## src/common/eth_ip_pkg.sv

```systemverilog
package eth_ip_pkg;

    // Frame format constants
    localparam logic [15:0] ETH_TYPE_IPV4 = 16'h0800;
    localparam logic [7:0]  IP_VER_IHL    = 8'h45;   // IPv4, 20 byte header
    localparam logic [7:0]  REPLY_TTL     = 8'd64;
    localparam int          HDR_BYTES     = 34;      // 14 Ethernet + 20 IPv4

    // Addresses after reset
    localparam logic [47:0] DEFAULT_MAC = 48'h02_00_00_00_00_01;
    localparam logic [31:0] DEFAULT_IP  = 32'hC0_A8_01_64;  // 192.168.1.100
    localparam logic [47:0] BCAST_MAC   = 48'hFF_FF_FF_FF_FF_FF;

    // Register map
    localparam logic [1:0] CFG_ADDR_IP     = 2'd0;
    localparam logic [1:0] CFG_ADDR_MAC_LO = 2'd1;  // MAC bits 31:0
    localparam logic [1:0] CFG_ADDR_MAC_HI = 2'd2;  // MAC bits 47:32

    localparam int PAYLOAD_FIFO_DEPTH = 16;
    localparam int HDR_FIFO_DEPTH     = 2;

    typedef struct packed {
        logic [47:0] mac;
        logic [31:0] ip;
    } local_addr_t;

    // Fields of an accepted frame needed for the reply
    typedef struct packed {
        logic [47:0] peer_mac;
        logic [31:0] peer_ip;
        logic [15:0] total_len;
        logic [7:0]  protocol;
    } rx_hdr_t;

    typedef struct packed {
        logic [7:0] data;
        logic       last;
    } byte_beat_t;

endpackage

```

## src/source/ip_echo_regs.sv

```systemverilog
`timescale 1ns/10ps

module ip_echo_regs
    import eth_ip_pkg::*;
(
    input  logic        i_clk,
    input  logic        i_rst_n,
    input  logic        i_cfg_wr,
    input  logic [1:0]  i_cfg_addr,
    input  logic [31:0] i_cfg_wdata,
    input  logic        i_drop,
    output local_addr_t o_local,
    output logic [15:0] o_drop_count
);

    always_ff @(posedge i_clk) begin
        if (!i_rst_n) begin
            o_local.mac <= DEFAULT_MAC;
            o_local.ip  <= DEFAULT_IP;
        end else if (i_cfg_wr) begin
            case (i_cfg_addr)
                CFG_ADDR_IP:     o_local.ip         <= i_cfg_wdata;
                CFG_ADDR_MAC_LO: o_local.mac[31:0]  <= i_cfg_wdata;
                CFG_ADDR_MAC_HI: o_local.mac[47:32] <= i_cfg_wdata[15:0];
                default: ;                          // Unmapped address
            endcase
        end
    end

    // Saturating drop counter
    always_ff @(posedge i_clk) begin
        if (!i_rst_n) begin
            o_drop_count <= '0;
        end else if (i_drop && (o_drop_count != 16'hFFFF)) begin
            o_drop_count <= o_drop_count + 16'd1;
        end
    end

endmodule

```

## src/ip_rx/ip_rx_parser.sv

```systemverilog
`timescale 1ns/10ps

module ip_rx_parser
    import eth_ip_pkg::*;
(
    input  logic        i_clk,
    input  logic        i_rst_n,
    input  local_addr_t i_local,
    input  logic [7:0]  i_rx_data,
    input  logic        i_rx_valid,
    input  logic        i_rx_last,
    output logic        o_rx_ready,
    output rx_hdr_t     o_hdr,
    output logic        o_hdr_push,
    input  logic        i_hdr_full,
    output byte_beat_t  o_beat,
    output logic        o_beat_push,
    input  logic        i_beat_full,
    output logic        o_drop
);

    typedef enum logic [1:0] {ST_HDR, ST_PAYLOAD, ST_DISCARD} state_t;

    state_t      state;
    logic [5:0]  byte_cnt;
    logic [47:0] dst_mac;
    logic [47:0] src_mac;
    logic [15:0] eth_type;
    logic [7:0]  ver_ihl;
    logic [15:0] total_len;
    logic [7:0]  protocol;
    logic [31:0] src_ip;
    logic [23:0] dst_ip_hi;   // First three bytes of the destination IP
    logic [7:0]  csum_hi;
    logic [15:0] csum;
    logic [16:0] word_sum;
    logic [15:0] csum_next;
    logic        accept;
    logic        hdr_end;
    logic        mac_ok;
    logic        frame_ok;

    assign accept  = i_rx_valid && o_rx_ready;
    assign hdr_end = (state == ST_HDR) && (byte_cnt == 6'(HDR_BYTES - 1));

    // Ones-complement add of the current word with end-around carry
    assign word_sum  = {1'b0, csum} + {1'b0, csum_hi, i_rx_data};
    assign csum_next = word_sum[15:0] + {15'd0, word_sum[16]};

    assign mac_ok   = (dst_mac == i_local.mac) || (dst_mac == BCAST_MAC);
    assign frame_ok = (eth_type == ETH_TYPE_IPV4) &&
                      (ver_ihl == IP_VER_IHL) &&
                      (csum_next == 16'hFFFF) &&
                      ({dst_ip_hi, i_rx_data} == i_local.ip) &&
                      mac_ok;

    always_comb begin
        case (state)
            ST_HDR:     o_rx_ready = !(hdr_end && i_hdr_full);  // Wait for a header slot
            ST_PAYLOAD: o_rx_ready = !i_beat_full;
            default:    o_rx_ready = 1'b1;                      // Discard runs free
        endcase
    end

    assign o_hdr.peer_mac  = src_mac;
    assign o_hdr.peer_ip   = src_ip;
    assign o_hdr.total_len = total_len;
    assign o_hdr.protocol  = protocol;
    assign o_hdr_push      = accept && hdr_end && frame_ok && !i_rx_last;

    assign o_beat.data = i_rx_data;
    assign o_beat.last = i_rx_last;
    assign o_beat_push = accept && (state == ST_PAYLOAD);

    always_ff @(posedge i_clk) begin
        if (!i_rst_n) begin
            state    <= ST_HDR;
            byte_cnt <= '0;
            csum     <= '0;
            o_drop   <= 1'b0;
        end else begin
            o_drop <= 1'b0;
            if (accept) begin
                case (state)
                    ST_HDR: begin
                        if (i_rx_last) begin
                            // Runt frame, or a header with no payload to echo
                            byte_cnt <= '0;
                            csum     <= '0;
                            o_drop   <= 1'b1;
                        end else if (hdr_end) begin
                            byte_cnt <= '0;
                            csum     <= '0;
                            if (frame_ok) begin
                                state <= ST_PAYLOAD;
                            end else begin
                                state  <= ST_DISCARD;
                                o_drop <= 1'b1;
                            end
                        end else begin
                            byte_cnt <= byte_cnt + 6'd1;
                            if ((byte_cnt >= 6'd15) && byte_cnt[0]) begin
                                csum <= csum_next;   // Low byte of an IPv4 word
                            end
                        end
                    end
                    default: begin
                        if (i_rx_last) begin
                            state <= ST_HDR;
                        end
                    end
                endcase
            end
        end
    end

    // Header field capture by byte position
    always_ff @(posedge i_clk) begin
        if (accept && (state == ST_HDR)) begin
            if (!byte_cnt[0]) begin
                csum_hi <= i_rx_data;
            end
            if (byte_cnt < 6'd6) begin
                dst_mac <= {dst_mac[39:0], i_rx_data};
            end else if (byte_cnt < 6'd12) begin
                src_mac <= {src_mac[39:0], i_rx_data};
            end else if (byte_cnt < 6'd14) begin
                eth_type <= {eth_type[7:0], i_rx_data};
            end else if (byte_cnt == 6'd14) begin
                ver_ihl <= i_rx_data;
            end else if ((byte_cnt == 6'd16) || (byte_cnt == 6'd17)) begin
                total_len <= {total_len[7:0], i_rx_data};
            end else if (byte_cnt == 6'd23) begin
                protocol <= i_rx_data;
            end else if ((byte_cnt >= 6'd26) && (byte_cnt < 6'd30)) begin
                src_ip <= {src_ip[23:0], i_rx_data};
            end else if (byte_cnt >= 6'd30) begin
                dst_ip_hi <= {dst_ip_hi[15:0], i_rx_data};
            end
        end
    end

    // A stalled byte must stay put until the parser takes it
    a_rx_hold: assert property (@(posedge i_clk) disable iff (!i_rst_n)
        (i_rx_valid && !o_rx_ready) |=>
            (i_rx_valid && $stable(i_rx_data) && $stable(i_rx_last)));

endmodule

```

## src/source/sync_fifo.sv

```systemverilog
`timescale 1ns/10ps

module sync_fifo #(
    parameter type T     = logic [7:0],
    parameter int  DEPTH = 4
) (
    input  logic i_clk,
    input  logic i_rst_n,
    input  logic i_push,
    input  T     i_data,
    output logic o_full,
    input  logic i_pop,
    output T     o_data,
    output logic o_empty
);

    T                         mem [DEPTH];
    logic [$clog2(DEPTH)-1:0] wr_ptr;
    logic [$clog2(DEPTH)-1:0] rd_ptr;
    logic [$clog2(DEPTH):0]   count;
    logic                     push_en;
    logic                     pop_en;

    assign o_full  = (int'(count) == DEPTH);
    assign o_empty = (count == '0);
    assign o_data  = mem[rd_ptr];          // First word falls through

    assign push_en = i_push && !o_full;
    assign pop_en  = i_pop && !o_empty;

    always_ff @(posedge i_clk) begin
        if (push_en) begin
            mem[wr_ptr] <= i_data;
        end
    end

    always_ff @(posedge i_clk) begin
        if (!i_rst_n) begin
            wr_ptr <= '0;
            rd_ptr <= '0;
            count  <= '0;
        end else begin
            if (push_en) begin
                wr_ptr <= (int'(wr_ptr) == DEPTH - 1) ? '0 : wr_ptr + 1'b1;
            end
            if (pop_en) begin
                rd_ptr <= (int'(rd_ptr) == DEPTH - 1) ? '0 : rd_ptr + 1'b1;
            end
            case ({push_en, pop_en})
                2'b10:   count <= count + 1'b1;
                2'b01:   count <= count - 1'b1;
                default: ;
            endcase
        end
    end

    a_no_overflow: assert property (@(posedge i_clk) disable iff (!i_rst_n)
        i_push |-> !o_full);
    a_no_underflow: assert property (@(posedge i_clk) disable iff (!i_rst_n)
        i_pop |-> !o_empty);

endmodule

```

## src/ip_tx/ip_tx_builder.sv

```systemverilog
`timescale 1ns/10ps

module ip_tx_builder
    import eth_ip_pkg::*;
(
    input  logic        i_clk,
    input  logic        i_rst_n,
    input  local_addr_t i_local,
    input  rx_hdr_t     i_hdr,
    input  logic        i_hdr_empty,
    output logic        o_hdr_pop,
    input  byte_beat_t  i_beat,
    input  logic        i_beat_empty,
    output logic        o_beat_pop,
    output logic [7:0]  o_tx_data,
    output logic        o_tx_valid,
    output logic        o_tx_last,
    input  logic        i_tx_ready
);

    typedef enum logic [1:0] {ST_IDLE, ST_HDR, ST_PAYLOAD} state_t;

    state_t                 state;
    logic [5:0]             byte_idx;
    logic [HDR_BYTES*8-1:0] hdr_vec;
    logic [HDR_BYTES*8-1:0] hdr_shift;   // Reply header, sent from the top byte
    logic [19:0]            sum_wide;
    logic [16:0]            sum_fold;
    logic [15:0]            csum;
    logic                   tx_fire;

    // Nonzero header words only; id, flags and checksum field are zero
    assign sum_wide = 20'({IP_VER_IHL, 8'h00}) +
                      20'(i_hdr.total_len) +
                      20'({REPLY_TTL, i_hdr.protocol}) +
                      20'(i_local.ip[31:16]) +
                      20'(i_local.ip[15:0]) +
                      20'(i_hdr.peer_ip[31:16]) +
                      20'(i_hdr.peer_ip[15:0]);
    assign sum_fold = {1'b0, sum_wide[15:0]} + {13'd0, sum_wide[19:16]};
    assign csum     = ~(sum_fold[15:0] + {15'd0, sum_fold[16]});

    assign hdr_vec = {
        i_hdr.peer_mac,         // Destination MAC
        i_local.mac,            // Source MAC
        ETH_TYPE_IPV4,
        IP_VER_IHL,
        8'h00,                  // TOS
        i_hdr.total_len,
        16'h0000,               // Identification
        16'h0000,               // Flags and fragment offset
        REPLY_TTL,
        i_hdr.protocol,
        csum,
        i_local.ip,             // Source IP
        i_hdr.peer_ip           // Destination IP
    };

    assign o_hdr_pop  = (state == ST_IDLE) && !i_hdr_empty;
    assign o_beat_pop = (state == ST_PAYLOAD) && !i_beat_empty && i_tx_ready;

    assign o_tx_valid = (state == ST_HDR) || ((state == ST_PAYLOAD) && !i_beat_empty);
    assign o_tx_data  = (state == ST_HDR) ? hdr_shift[HDR_BYTES*8-1 -: 8] : i_beat.data;
    assign o_tx_last  = (state == ST_PAYLOAD) && i_beat.last;
    assign tx_fire    = o_tx_valid && i_tx_ready;

    always_ff @(posedge i_clk) begin
        if (!i_rst_n) begin
            state    <= ST_IDLE;
            byte_idx <= '0;
        end else begin
            case (state)
                ST_IDLE: begin
                    if (o_hdr_pop) begin
                        state    <= ST_HDR;
                        byte_idx <= '0;
                    end
                end
                ST_HDR: begin
                    if (tx_fire) begin
                        if (byte_idx == 6'(HDR_BYTES - 1)) begin
                            state <= ST_PAYLOAD;
                        end else begin
                            byte_idx <= byte_idx + 6'd1;
                        end
                    end
                end
                default: begin
                    if (tx_fire && i_beat.last) begin
                        state <= ST_IDLE;   // Reply complete
                    end
                end
            endcase
        end
    end

    always_ff @(posedge i_clk) begin
        if (o_hdr_pop) begin
            hdr_shift <= hdr_vec;
        end else if ((state == ST_HDR) && tx_fire) begin
            hdr_shift <= {hdr_shift[HDR_BYTES*8-9:0], 8'h00};
        end
    end

    // Stream handshake hold rule on the transmit side
    a_tx_hold: assert property (@(posedge i_clk) disable iff (!i_rst_n)
        (o_tx_valid && !i_tx_ready) |=>
            (o_tx_valid && $stable(o_tx_data) && $stable(o_tx_last)));

endmodule

```

## src/source/ip_echo_top.sv

```systemverilog
`timescale 1ns/10ps

module ip_echo_top
    import eth_ip_pkg::*;
(
    input  logic        i_clk,
    input  logic        i_rst_n,
    input  logic        i_cfg_wr,
    input  logic [1:0]  i_cfg_addr,
    input  logic [31:0] i_cfg_wdata,
    input  logic [7:0]  i_rx_data,
    input  logic        i_rx_valid,
    input  logic        i_rx_last,
    output logic        o_rx_ready,
    output logic [7:0]  o_tx_data,
    output logic        o_tx_valid,
    output logic        o_tx_last,
    input  logic        i_tx_ready,
    output logic [15:0] o_drop_count
);

    local_addr_t local_addr;
    rx_hdr_t     rx_hdr;
    rx_hdr_t     tx_hdr;
    byte_beat_t  rx_beat;
    byte_beat_t  tx_beat;
    logic        hdr_push;
    logic        hdr_full;
    logic        hdr_pop;
    logic        hdr_empty;
    logic        beat_push;
    logic        beat_full;
    logic        beat_pop;
    logic        beat_empty;
    logic        drop;

    ip_echo_regs u_regs (
        .i_clk        (i_clk),
        .i_rst_n      (i_rst_n),
        .i_cfg_wr     (i_cfg_wr),
        .i_cfg_addr   (i_cfg_addr),
        .i_cfg_wdata  (i_cfg_wdata),
        .i_drop       (drop),
        .o_local      (local_addr),
        .o_drop_count (o_drop_count)
    );

    ip_rx_parser u_parser (
        .i_clk       (i_clk),
        .i_rst_n     (i_rst_n),
        .i_local     (local_addr),
        .i_rx_data   (i_rx_data),
        .i_rx_valid  (i_rx_valid),
        .i_rx_last   (i_rx_last),
        .o_rx_ready  (o_rx_ready),
        .o_hdr       (rx_hdr),
        .o_hdr_push  (hdr_push),
        .i_hdr_full  (hdr_full),
        .o_beat      (rx_beat),
        .o_beat_push (beat_push),
        .i_beat_full (beat_full),
        .o_drop      (drop)
    );

    // One entry per accepted frame
    sync_fifo #(.T(rx_hdr_t), .DEPTH(HDR_FIFO_DEPTH)) u_hdr_fifo (
        .i_clk   (i_clk),
        .i_rst_n (i_rst_n),
        .i_push  (hdr_push),
        .i_data  (rx_hdr),
        .o_full  (hdr_full),
        .i_pop   (hdr_pop),
        .o_data  (tx_hdr),
        .o_empty (hdr_empty)
    );

    sync_fifo #(.T(byte_beat_t), .DEPTH(PAYLOAD_FIFO_DEPTH)) u_payload_fifo (
        .i_clk   (i_clk),
        .i_rst_n (i_rst_n),
        .i_push  (beat_push),
        .i_data  (rx_beat),
        .o_full  (beat_full),
        .i_pop   (beat_pop),
        .o_data  (tx_beat),
        .o_empty (beat_empty)
    );

    ip_tx_builder u_builder (
        .i_clk        (i_clk),
        .i_rst_n      (i_rst_n),
        .i_local      (local_addr),
        .i_hdr        (tx_hdr),
        .i_hdr_empty  (hdr_empty),
        .o_hdr_pop    (hdr_pop),
        .i_beat       (tx_beat),
        .i_beat_empty (beat_empty),
        .o_beat_pop   (beat_pop),
        .o_tx_data    (o_tx_data),
        .o_tx_valid   (o_tx_valid),
        .o_tx_last    (o_tx_last),
        .i_tx_ready   (i_tx_ready)
    );

endmodule

```

## config.mk

```make
export PLATFORM = sky130hd
export DESIGN_NAME = ip_echo_top
export DESIGN_NICKNAME = d
export VERILOG_FILES = /design/src/common/eth_ip_pkg.sv /design/src/source/ip_echo_regs.sv /design/src/ip_rx/ip_rx_parser.sv /design/src/source/sync_fifo.sv /design/src/ip_tx/ip_tx_builder.sv /design/src/source/ip_echo_top.sv
export SDC_FILE = /design/constraint.sdc
export NUM_CORES = 1
export LEC_CHECK = 0
export BUFFER_PORTS_ARGS = -buffer_cell sky130_fd_sc_hd__buf_4
export CAP_MARGIN = 20
export CORE_AREA = 2 2 413 313
export CTS_BUF_LIST = sky130_fd_sc_hd__clkbuf_4 sky130_fd_sc_hd__clkbuf_8 sky130_fd_sc_hd__clkbuf_16
export DETAILED_ROUTE_END_ITERATION = 7
export DIE_AREA = 0 0 415 315
export HOLD_SLACK_MARGIN = 0.15
export PLACE_DENSITY = 0.55
export SETUP_SLACK_MARGIN = 0.05
export SLEW_MARGIN = 20
export SYNTH_ARGS = -nofsm -noshare
export SYNTH_HDL_FRONTEND = slang
export SYNTH_SLANG_ARGS = --single-unit
```

## constraint.sdc

```tcl
create_clock -name i_clk -period 11.63 [get_ports i_clk]
set_input_delay 1.7445 -clock i_clk [delete_from_list [all_inputs] [get_ports i_clk]]
set_output_delay 1.7445 -clock i_clk [all_outputs]
set_load 0.03 [all_outputs]
```

# Word-level counts from Yosys, hierarchy flattened
# Memories as Yosys holds them, arrays and structs flattened. A register that Yosys moved wholly into a read port is not among the register bits.
# Cells that the tools add are included.
[totals]
out_inout_bits = 27
reg_bits = 626
input_bits = 48
ramBits = 352
mem_count = 2
wordCells = 203
[classes]
n_mux = 40
reduce_logical = 66
n_lt_le_gt_ge = 7
n_addsub = 21
n_eq_ne = 31
bitwise_logic = 9
[memory_table]
columns = ["name", "depth", "width", "rd", "rd_ports_with_merged_regs", "wr", "line", "text"]
rows = [
  ["u_hdr_fifo.mem", 2, 104, 1, 1, 1, "sync_fifo.sv:17", "T mem [DEPTH];"],
  ["u_payload_fifo.mem", 16, 9, 1, 1, 1, "sync_fifo.sv:17", ""],
]
[op_table]
columns = ["operator", "count"]
rows = [
  ["$mux 272", 2],
  ["$add 20x16->20", 4],
  ["$eq 48x48->1", 1],
  ["$eq 48x48->1 const B", 1],
  ["$mux 16", 3],
  ["$add 16x1->16", 2],
  ["$eq 32x32->1", 1],
  ["$mux 6", 5],
  ["$logic_and 1x1->1", 26],
  ["$add 20x15->20", 1],
  ["$eq 6x5->1 const B", 3],
  ["$mux 2", 9],
  ["$add 15x16->17 const A", 1],
  ["$add 16x16->17", 1],
  ["$add 16x4->17", 1],
  ["$add 16x1->16 const B", 1],
  ["$eq 16x12->1 const B", 1],
  ["$eq 16x16->1 const B", 1],
  ["$mux 4", 4],
  ["$ne 16x16->1 const B", 1],
  ["$not 16->16", 1],
  ["$reduce_and 4->1", 4],
  ["$add 6x1->6 const B", 2],
  ["$eq 6x6->1 const B", 2],
  ["other kinds (39)", 96],
]

# Logic depth before layout (Yosys ltp)
# Gate-level depths: netlist (run 1).
[logic_depth]
word_depth = 12
mapped_depth = 38
depth_no_buf = 36

# By module
# From an unflattened synthesis (run 1), not the netlist that was laid out.
[unflattened]
hier_cells = 3149
hier_area_um2 = 42261.8
[modules_own_cells]
columns = ["module", "cells_per_inst", "instances", "area_per_inst_um2", "seq_area_each_um2"]
rows = [
  ["ip_tx_builder", 1313, 1, 14181.1, 7607.3],
  ["ip_rx_parser", 711, 1, 10133.5, 6746.5],
  ["sync_fifo (u_hdr_fifo)", 350, 1, 7752.4, 6346.1],
  ["sync_fifo (u_payload_fifo)", 320, 1, 6552.5, 4664.5],
  ["ip_echo_regs", 455, 1, 3642.2, 1921.8],
]

# Worst setup path after synthesis (run 1)
# No wires, ideal clock.
[synth_timing]
path_type = "input to register"
start = "in i_rx_data[0]"
end = "mem u_hdr_fifo.mem[0][0] (netlist name) (enable)"
setup_ps = 568
path_buffers = 0
setup_slack_ps = 1064
arrival_time_ps = 9998
t_required_ps = 11062
cell_stages = 20
path_cell_list = "ha_1 -> fa_1 -> a21o_1 -> a221oi_1 -> o2111ai_1 -> a21oi_1 -> o21bai_1 -> a21o_1 -> a21o_1 -> ha_1 -> ha_1 -> nor2b_1 -> nor3b_1 -> nor4b_1 -> nand3_1 -> nor3_1 -> nand4b_1 -> nand4bb_1 -> a311o_1 -> nor2_1"
[synth_via]
elab_chain_cells = 11
[synth_rtl]
columns = ["item", "line", "text"]
rows = [
  ["from (decl)", "ip_echo_top.sv:11", "input logic [7:0] i_rx_data,"],
  ["$add 16x16->17", "ip_rx_parser.sv:47", "assign word_sum = {1'b0, csum} + {1'b0, csum_hi, i_rx_data};"],
  ["$add 16x1->16", "ip_rx_parser.sv:48", "assign csum_next = word_sum[15:0] + {15'd0, word_sum[16]};"],
  ["$eq 16x16->1", "ip_rx_parser.sv:53", "(csum_next == 16'hFFFF) &&"],
  ["$logic_and 1x1->1", "ip_rx_parser.sv:52", "(ver_ihl == IP_VER_IHL) &&"],
  ["$logic_and 1x1->1 (*)", "ip_rx_parser.sv:53", ""],
  ["$logic_and 1x1->1 (*)", "ip_rx_parser.sv:54", "({dst_ip_hi, i_rx_data} == i_local.ip) &&"],
  ["$logic_and 1x1->1 (*) (2 in a row)", "ip_rx_parser.sv:69", "assign o_hdr_push = accept && hdr_end && frame_ok && !i_rx_last;"],
  ["$logic_and 1x1->1 (*)", "sync_fifo.sv:28", "assign push_en = i_push && !o_full;"],
  ["$mux 1 (*)", "sync_fifo.sv:32", "if (push_en) begin"],
  ["$mux 1 (implied by the code) (*)", "sync_fifo.sv:33", "mem[wr_ptr] <= i_data;"],
  ["to (decl)", "sync_fifo.sv:17", ""],
]
# Mark *: on every way between the ends. The rest lies on a longest branch, timed or not.

==> impl_results.md, run 1 <==
- CP peak stage delay: 870 ps
- Compound-Gate Fraction of Synth Area: 0.0858
- Detailed Place HPWL: 75,500 um
- Setup violations, final: 0
- Slew Limit Fails: 0
- PwrDens: 160 nW/um2
- TritonCTS Buffers: 94
- Upper clock frequency limit: 105 MHz
- CTS tree: yes
- Mapped cell area: 41,600 um2
- Worst hold margin: 437 ps
- Drt drc: 0
- Worst setup margin: 2090 ps
- Initial antenna violation count: 8
- DRT antenna net count: 0
- FF-to-FF path depth: 34
- Row count: 114
- Final setup TNS: 0 ps
- CP max-delay cell: dfxtp_4
- CTS max path bufs: 3
- EDFF count, synth: 760
- Port Buffers: 74
- Crit path DAT: 9960 ps
- Root Buffer Master: clkbuf_16
- Nets: 3,336
- Post-synthesis simple-gate area fraction: 0.0969
- Drt wl/cell: 22.9 um
- Reg2reg end: u_builder.hdr_shift[78]
- Post-synthesis mux area share: 0.0541
- Syn nets: 3,279
- Max Fanout on Critical Path: 52
- Reg-to-reg setup timing slack: 2090 ps
- Hold-fix buffers at CTS: 0
- Most used flip-flop cell after synthesis: edfxtp_1
- Crit path to: u_builder.hdr_shift[78]
- First DRT Iteration DRCs: 2,785
- Combinational family with the most area after synthesis: simple AND/OR/NAND/NOR gates
- CP required: 12,060 ps
- Final Util: 0.374
- DR vias: 25,100
- Fin crit share: 0.820
- Synth Area in XOR/XNOR: 0.0350
- Detail-routed via count per cell: 5.09
- Syn Area/Cell: 13.4 um2
- Seq/Total Area, Yosys: 0.656
- RD Place Congestion: 0.894
- CTS Sinks: 983
- Clock Skews: 68.0 ps
- Post-synth top cells: edfxtp_1, nand2_1, dfxtp_1
- Most frequent CP cell: ha_1
- Async set-reset flop share out of synthesis: 0
- Area share of the largest cell type after synthesis: 0.549
- CTS H-tree lvls: 3
- YS warnings: 0
- Gr ovfl total: 0
- Clock-pin slew on the worst setup and hold paths: 60 ps
- Vias in the first global route: 23,800
- Core footprint: 127,000 um2
- Count leader, synth: edfxtp_1
- Die X: 415 um
- Crit. End Element: flip-flop
- Leakage: 15.9 nW
- Fraction of layout cells with a size suffix above 1: 0.125
- Synth Area in Adders: 0.0485
- Max-capacitance violation count: 0
- Clk_lat worst skew: 710 ps
- Area added between synthesis and finish: 14.3%
- Synth cell types: 95
- Post-Syn Instances: 3,106
- Post-CTS setup repair buffer count: 0
- Hold WC Path Type: flip-flop to flip-flop
- # IOs: 75
- Post-synth top area cell: edfxtp_1
- Slew HR: 0.293
- Placed instance area: 44,100 um2
- Clock period minus worst slack: 9540 ps
- Routed WL: 113,000 um
- Peak VDD IR: 0.142 mV
- Initial DRT Pass Iterations: 6
- Endpoints failing hold: 0
- Starting density of the core: 0.327
- Seq cells post-synth: 983
- Status: finished clean
- Crit Path Class: flip-flop to flip-flop
- Largest net degree at the start of global routing: 198
- RSZ-0062 raised after global routing: false
- CTS resizes: 0
- Die H: 315 um
- Cell area after layout: 47,500 um2
- Worst-margin pin slew: 1060 ps
- Hold path cells: 0
- GRT Util Overall: 0.172
- Top cells by area, synth: edfxtp_1, dfxtp_1, nand2_1
- Placement Setup Slack: 2160 ps
- Setup crit start kind: flip-flop
- Total Die Area: 131,000 um2
- First-pass GRT wire length: 165,000 um
-- worst min-delay path by stage --
stage	from	to	slack (ps)
after floorplan	u_parser.protocol[0]	u_hdr_fifo.mem[0][0]	420
after global placement	u_parser.src_mac[47]	u_hdr_fifo.mem[1][103]	420
after detailed placement	u_parser.src_mac[40]	u_hdr_fifo.mem[1][96]	430
after CTS	u_parser.protocol[0]	u_hdr_fifo.mem[0][0]	440
after global routing	u_parser.src_ip[29]	u_hdr_fifo.mem[1][53]	450
final	u_parser.src_ip[25]	u_hdr_fifo.mem[1][49]	440
-- state kept, by name, indices dropped and copies added, names as in the netlist, 24 cells and up, named ones only --
| signal | count |
|---|---|
| u_builder.hdr_shift | 272 |
| u_hdr_fifo.mem | 208 |
| u_parser.dst_ip_hi | 24 |
| u_parser.dst_mac | 48 |
| u_parser.src_ip | 32 |
| u_parser.src_mac | 48 |
| u_payload_fifo.mem | 144 |
| u_regs.o_local | 80 |
-- per-stage QoR --
step | std cells | power [mW]
after floorplan | 3106 | 4.17
after global placement | 4749 | 4.34
after detailed placement | 4749 | 4.34
after CTS | 4926 | 7.70
after global routing | 4926 | 7.88
final | 4929 | 7.63
-- cell usage in the layout, fill, tap and decap left out, types with 7 or more instances in the layout --
cell type and instances:
a211oi_1 9, buf_4 106, xnor2_1 62, o21ai_0 118
nor4_1 32, mux4_2 45, mux2i_1 82, o211ai_1 11
a211o_1 10, and3_1 15, a21o_1 15, and2_1 13
or3_1 13, ha_1 66, nand2_1 459, nand2b_1 10
clkbuf_8 8, mux2_2 37, a21oi_1 185, bufinv_16 15
xor2_1 100, fa_1 59, nor2b_1 14, inv_1 104
clkinvlp_4 7, dfxtp_1 221, nor3_1 20, clkbuf_4 13
a22oi_1 16, a22o_1 103, clkinv_2 16, edfxtp_1 760
clkinv_1 7, nand3_1 57, clkbuf_16 97, nand4_1 40
nor2_1 128
-- cells by family (layout without fill, tap and decap cells) --
kind of cell,count (synthesis),in the layout
flops,983,983
simple gates,872,872
compound gates,543,543
buf+inv,254,392
xor+xnor,164,164
mux,164,164
fa+ha+maj,126,126
other cells,0,3
-- worst max-delay path: cells and delay by family (launching register included) --
| family | cells | cell delay (ps) |
|---|---|---|
| compound gates | 8 | 1840 |
| xor+xnor | 1 | 140 |
| fa+ha+maj | 8 | 2480 |
| buf+inv | 4 | 910 |
| flops | 1 | 870 |
| mux | 1 | 390 |
| simple gates | 12 | 2610 |
-- report_power, final --
part / total, mW / internal, mW / switching (mW)
logic: 0.468 / 0.159 / 0.310
registers: 3.80 / 3.77 / 0.0328
clock network: 3.36 / 1.96 / 1.39
total: 7.63 / 5.89 / 1.74
-- layer usage --
metal	GRT usage	vias to the layer above	wire length (um)
met4	0.0494	0	3240
met2	0.244	764	47900
met1	0.261	12600	54500
met3	0.0359	153	7370
li1	-	11600	-
met5	0	-	0
-- area by class of cell --
class	count	area, um2
sequential	983	27300
inverter	106	405
tap	1682	2100
clock buffer	118	2640
multi-input combinational	1869	13400
timing repair buffer	109	856
clock inverter	59	803
fill	12100	79700
antenna	3	7.51
(Power assumes the default switching activity.)
==> run 2, diff against run 1 <==
Settings changed: ABC_AREA set to 1, CORE_AREA 2 2 413 313 to 2 2 417 316, DIE_AREA 0 0 415 315 to 0 0 419 318.
Clock period 11.63 ns to 8.9 ns, I/O delays scaled along.
==> run 2 against run 1 <==
Register-to-register slack got worse by 1400 ps. Total power up 110%. Sequential power increased by 52%. Clock skew is 36 ps lower. Utilization is 0.079 points lower.
==> impl_results.md, run 2 <==
- Peak VDD IR: 0.329 mV (+130%)
- Max Fanout on Critical Path: 50 (-3.8%)
- Async set-reset flop share out of synthesis: 0 (unchanged)
- Setup violations, final: 0 (unchanged)
- CTS max path bufs: 3 (unchanged)
- Clock-pin slew on the worst setup and hold paths: 70 ps (about the same)
- # diodes: 0 (-3)
- Die X: 419 um (+0.96%)
- Fillers: 12,700 (+4.6%)
- Commonest cells after routing, fill and taps aside: edfxtp_1, nand2_1, nor2_1
- Clock period minus worst slack: 8190 ps (-1350 ps)
- FF-to-FF path depth: 48 (+41%)
- Port Buffers: 74 (unchanged)
- Endpoints failing hold: 0 (unchanged)
- EDFF count, synth: 760 (unchanged)
- Syn nets: 4,055 (+24%)
- Worst setup margin: 712 ps (-1380 ps)
- GRT Util Overall: 0.169 (-0.00245)
- CTS tree: yes
- Status: finished clean
- Vias in the first global route: 26,400 (+11%)
- Placed instance area: 45,000 um2 (+2.1%)
- Worst hold path startpoint: u_parser.src_ip[25]
- Initial antenna violation count: 14 (+6)
- Commonest non-fill, non-tap cell in the layout: edfxtp_1
- Crit path DAT: 8640 ps (-1320 ps)
- Setup crit start kind: flip-flop
- Die H: 318 um (+0.95%)
- Reg-to-reg setup timing slack: 710 ps (-1380 ps)
- Most flops, register: u_builder.hdr_shift
- DR vias: 28,300 (+13%)
- Clk_lat worst skew: 710 ps (about the same)
- Routed WL: 115,000 um (+1.6%)
- Detailed Place HPWL: 75,300 um (-0.25%)
- Upper clock frequency limit: 122 MHz (+16%)
- Hold path cells: 0 (unchanged)
- # IOs: 75 (unchanged)
- Top Registers: u_builder.hdr_shift x272, u_hdr_fifo.mem x208, u_payload_fifo.mem x144
- RD Place Congestion: 0.921 (+3.0%)
- Syn Area/Cell: 10.9 um2 (-18%)
- Area added between synthesis and finish: 14.0%
- Worst hold margin: 431 ps (-6.47 ps)
- Hold-fix buffers at CTS: 0 (unchanged)
- CTS H-tree lvls: 3 (unchanged)
- Gr ovfl total: 0 (unchanged)
- Count leader, synth: edfxtp_1
- Top cells by area, synth: edfxtp_1, dfxtp_1, nand2_1
- Slew HR: 0.188 (-0.105)
- Post-synth top area cell: edfxtp_1
- Area share of the largest cell type after synthesis: 0.539 (-0.0101)
- Final Util: 0.373 (-0.000790)
- CTS Sinks: 983 (unchanged)
- Detail-routed via count per cell: 4.89 (-4.0%)
- Placement Setup Slack: 474 ps (-1690 ps)
- Drt wl/cell: 19.8 um (-13%)
- Final Non-Filler Cells: 5,786 (+17%)
- First-pass GRT wire length: 170,000 um (+2.7%)
- Fraction of layout cells with a size suffix above 1: 0.0955 (-0.0300)
- Starting density of the core: 0.327 (about the same)
- Max-capacitance violation count: 0 (unchanged)
- Initial DRT Pass Iterations: 5 (-1)
- Clock Skews: 32.1 ps (-35.8 ps)
- Crit. End Element: flip-flop
- Dpl cells: 5,605 (+18%)
- Cell area after layout: 48,300 um2 (+1.7%)
- TritonCTS Buffers: 94 (unchanged)
- CP required: 9350 ps (-2710 ps)
- Most used flip-flop cell after synthesis: edfxtp_1
- Post-synth top cells: edfxtp_1, nand2_1, nor2_1
- CP max-delay cell: fa_1
- Most frequent CP cell: nand2_1
- Hold WC Path Type: flip-flop to flip-flop
- Seq cells post-synth: 983 (unchanged)
- Nets: 4,129 (+24%)
- Synth cell types: 57 (-40%)
- YS warnings: 0 (unchanged)
- Max FFs per register: 272 (unchanged)
- RSZ-0062 raised after global routing: false
- DRT antenna net count: 0 (unchanged)
- Worst Hold End: u_hdr_fifo.mem[1][49]
- Mapped cell area: 42,400 um2 (+1.9%)
- First DRT Iteration DRCs: 3,002 (+7.8%)
- Core footprint: 130,000 um2 (+1.9%)
- Total Die Area: 133,000 um2 (+1.9%)
- CP peak stage delay: 560 ps (-310 ps)
- Largest net degree at the start of global routing: 174 (-12%)
- Crit Path Class: flip-flop to flip-flop
- Fin crit share: 0.920 (+0.100)
- Leakage: 17.8 nW (+12%)
- Slew Limit Fails: 0 (unchanged)
- Worst-margin pin slew: 1200 ps (+144 ps)
- Seq/Total Area, Yosys: 0.644 (-0.0121)
- Root Buffer Master: clkbuf_16
- Drt drc: 0 (unchanged)
- Row count: 115 (+0.88%)
- Reg2reg end: u_builder.hdr_shift[76]
- PwrDens: 328 nW/um2 (+100%)
- Post-Syn Instances: 3,882 (+25%)
-- run 2: changes by cell type in the layout (fill, tap and decap cells not counted), moves of 54 or more --
cell and change:
o21ai_0 +280, inv_1 +254, xor2_1 -91, a21oi_1 -54
nor2_1 +309, nand3_1 +58, nand2_1 +271
-- run 2: cells by family after synthesis --
| group | after synthesis | share of synthesized area |
|---|---|---|
| AO/OA/AOI/OAI | 680 | 0.0909 |
| XOR/XNOR | 60 | 0.0128 |
| multiplexers | 71 | 0.0168 |
| adder cells (fa/ha/maj) | 125 | 0.0474 |
| buffers and inverters | 516 | 0.0461 |
| flip-flops | 983 | 0.644 |
| AND/OR/NAND/NOR | 1447 | 0.142 |
-- run 2: worst max-delay path by stage --
stage	slack (ps)	cells past startpoint	start	to
floorplan	-210	26	i_rx_data[0]	u_hdr_fifo.mem[0][0]
finish	710	48	flip-flop	u_builder.hdr_shift[76]
detailed placement	470	53	flip-flop	u_builder.hdr_shift[78]
global route	50	49	flip-flop	u_builder.hdr_shift[78]
global placement	580	53	flip-flop	u_builder.hdr_shift[76]
CTS	430	53	flip-flop	u_builder.hdr_shift[78]
-- run 2: timing repair --
| item | in CTS | in global routing |
|---|---|---|
| buffers inserted | 0 | 8 |
| endpoints found under the setup margin | 0 | 8 |
| resized for setup | 0 | 16 |
-- run 2: critical path, delay by kind of cell (launching register included) --
kind                     cells  cell delay (ps)
flip-flops                   1              360
AND/OR/NAND/NOR             30             2910
multiplexers                 1              400
AO/OA/AOI/OAI                5              680
adder cells (fa/ha/maj)      7             2750
buffers and inverters        5              830
-- run 2: metal layers --
layer | global-route usage | wire (um)
met5 | 0 | 35
met4 | 0.0424 | 2630
met3 | 0.0402 | 8880
met2 | 0.232 | 46500
met1 | 0.264 | 56700
-- run 2: area by class of cell --
type | instances | area (um2) | area share
inverter | 376 | 1420 | 0.0293
multi-input combinational | 2383 | 13300 | 0.275
clock inverter | 47 | 543 | 0.0112
sequential | 983 | 27300 | 0.565
clock buffer | 124 | 2630 | 0.0543
timing repair buffer | 118 | 986 | 0.0204
tap | 1755 | 2200 | 0.0454
-- run 2: report_power, final --
part           switching (mW)  internal [mW]
logic                    4.11           1.85
clock network            1.79           2.35
registers               0.208           5.55
total                    6.10           9.75
-- run 2: through the flow --
step	total power, mW	setup TNS, ps
after floorplan	9.98	-42760
after global placement	11.5	0
after detailed placement	11.6	0
after CTS	15.7	0
after global routing	16.9	0
final	15.9	0
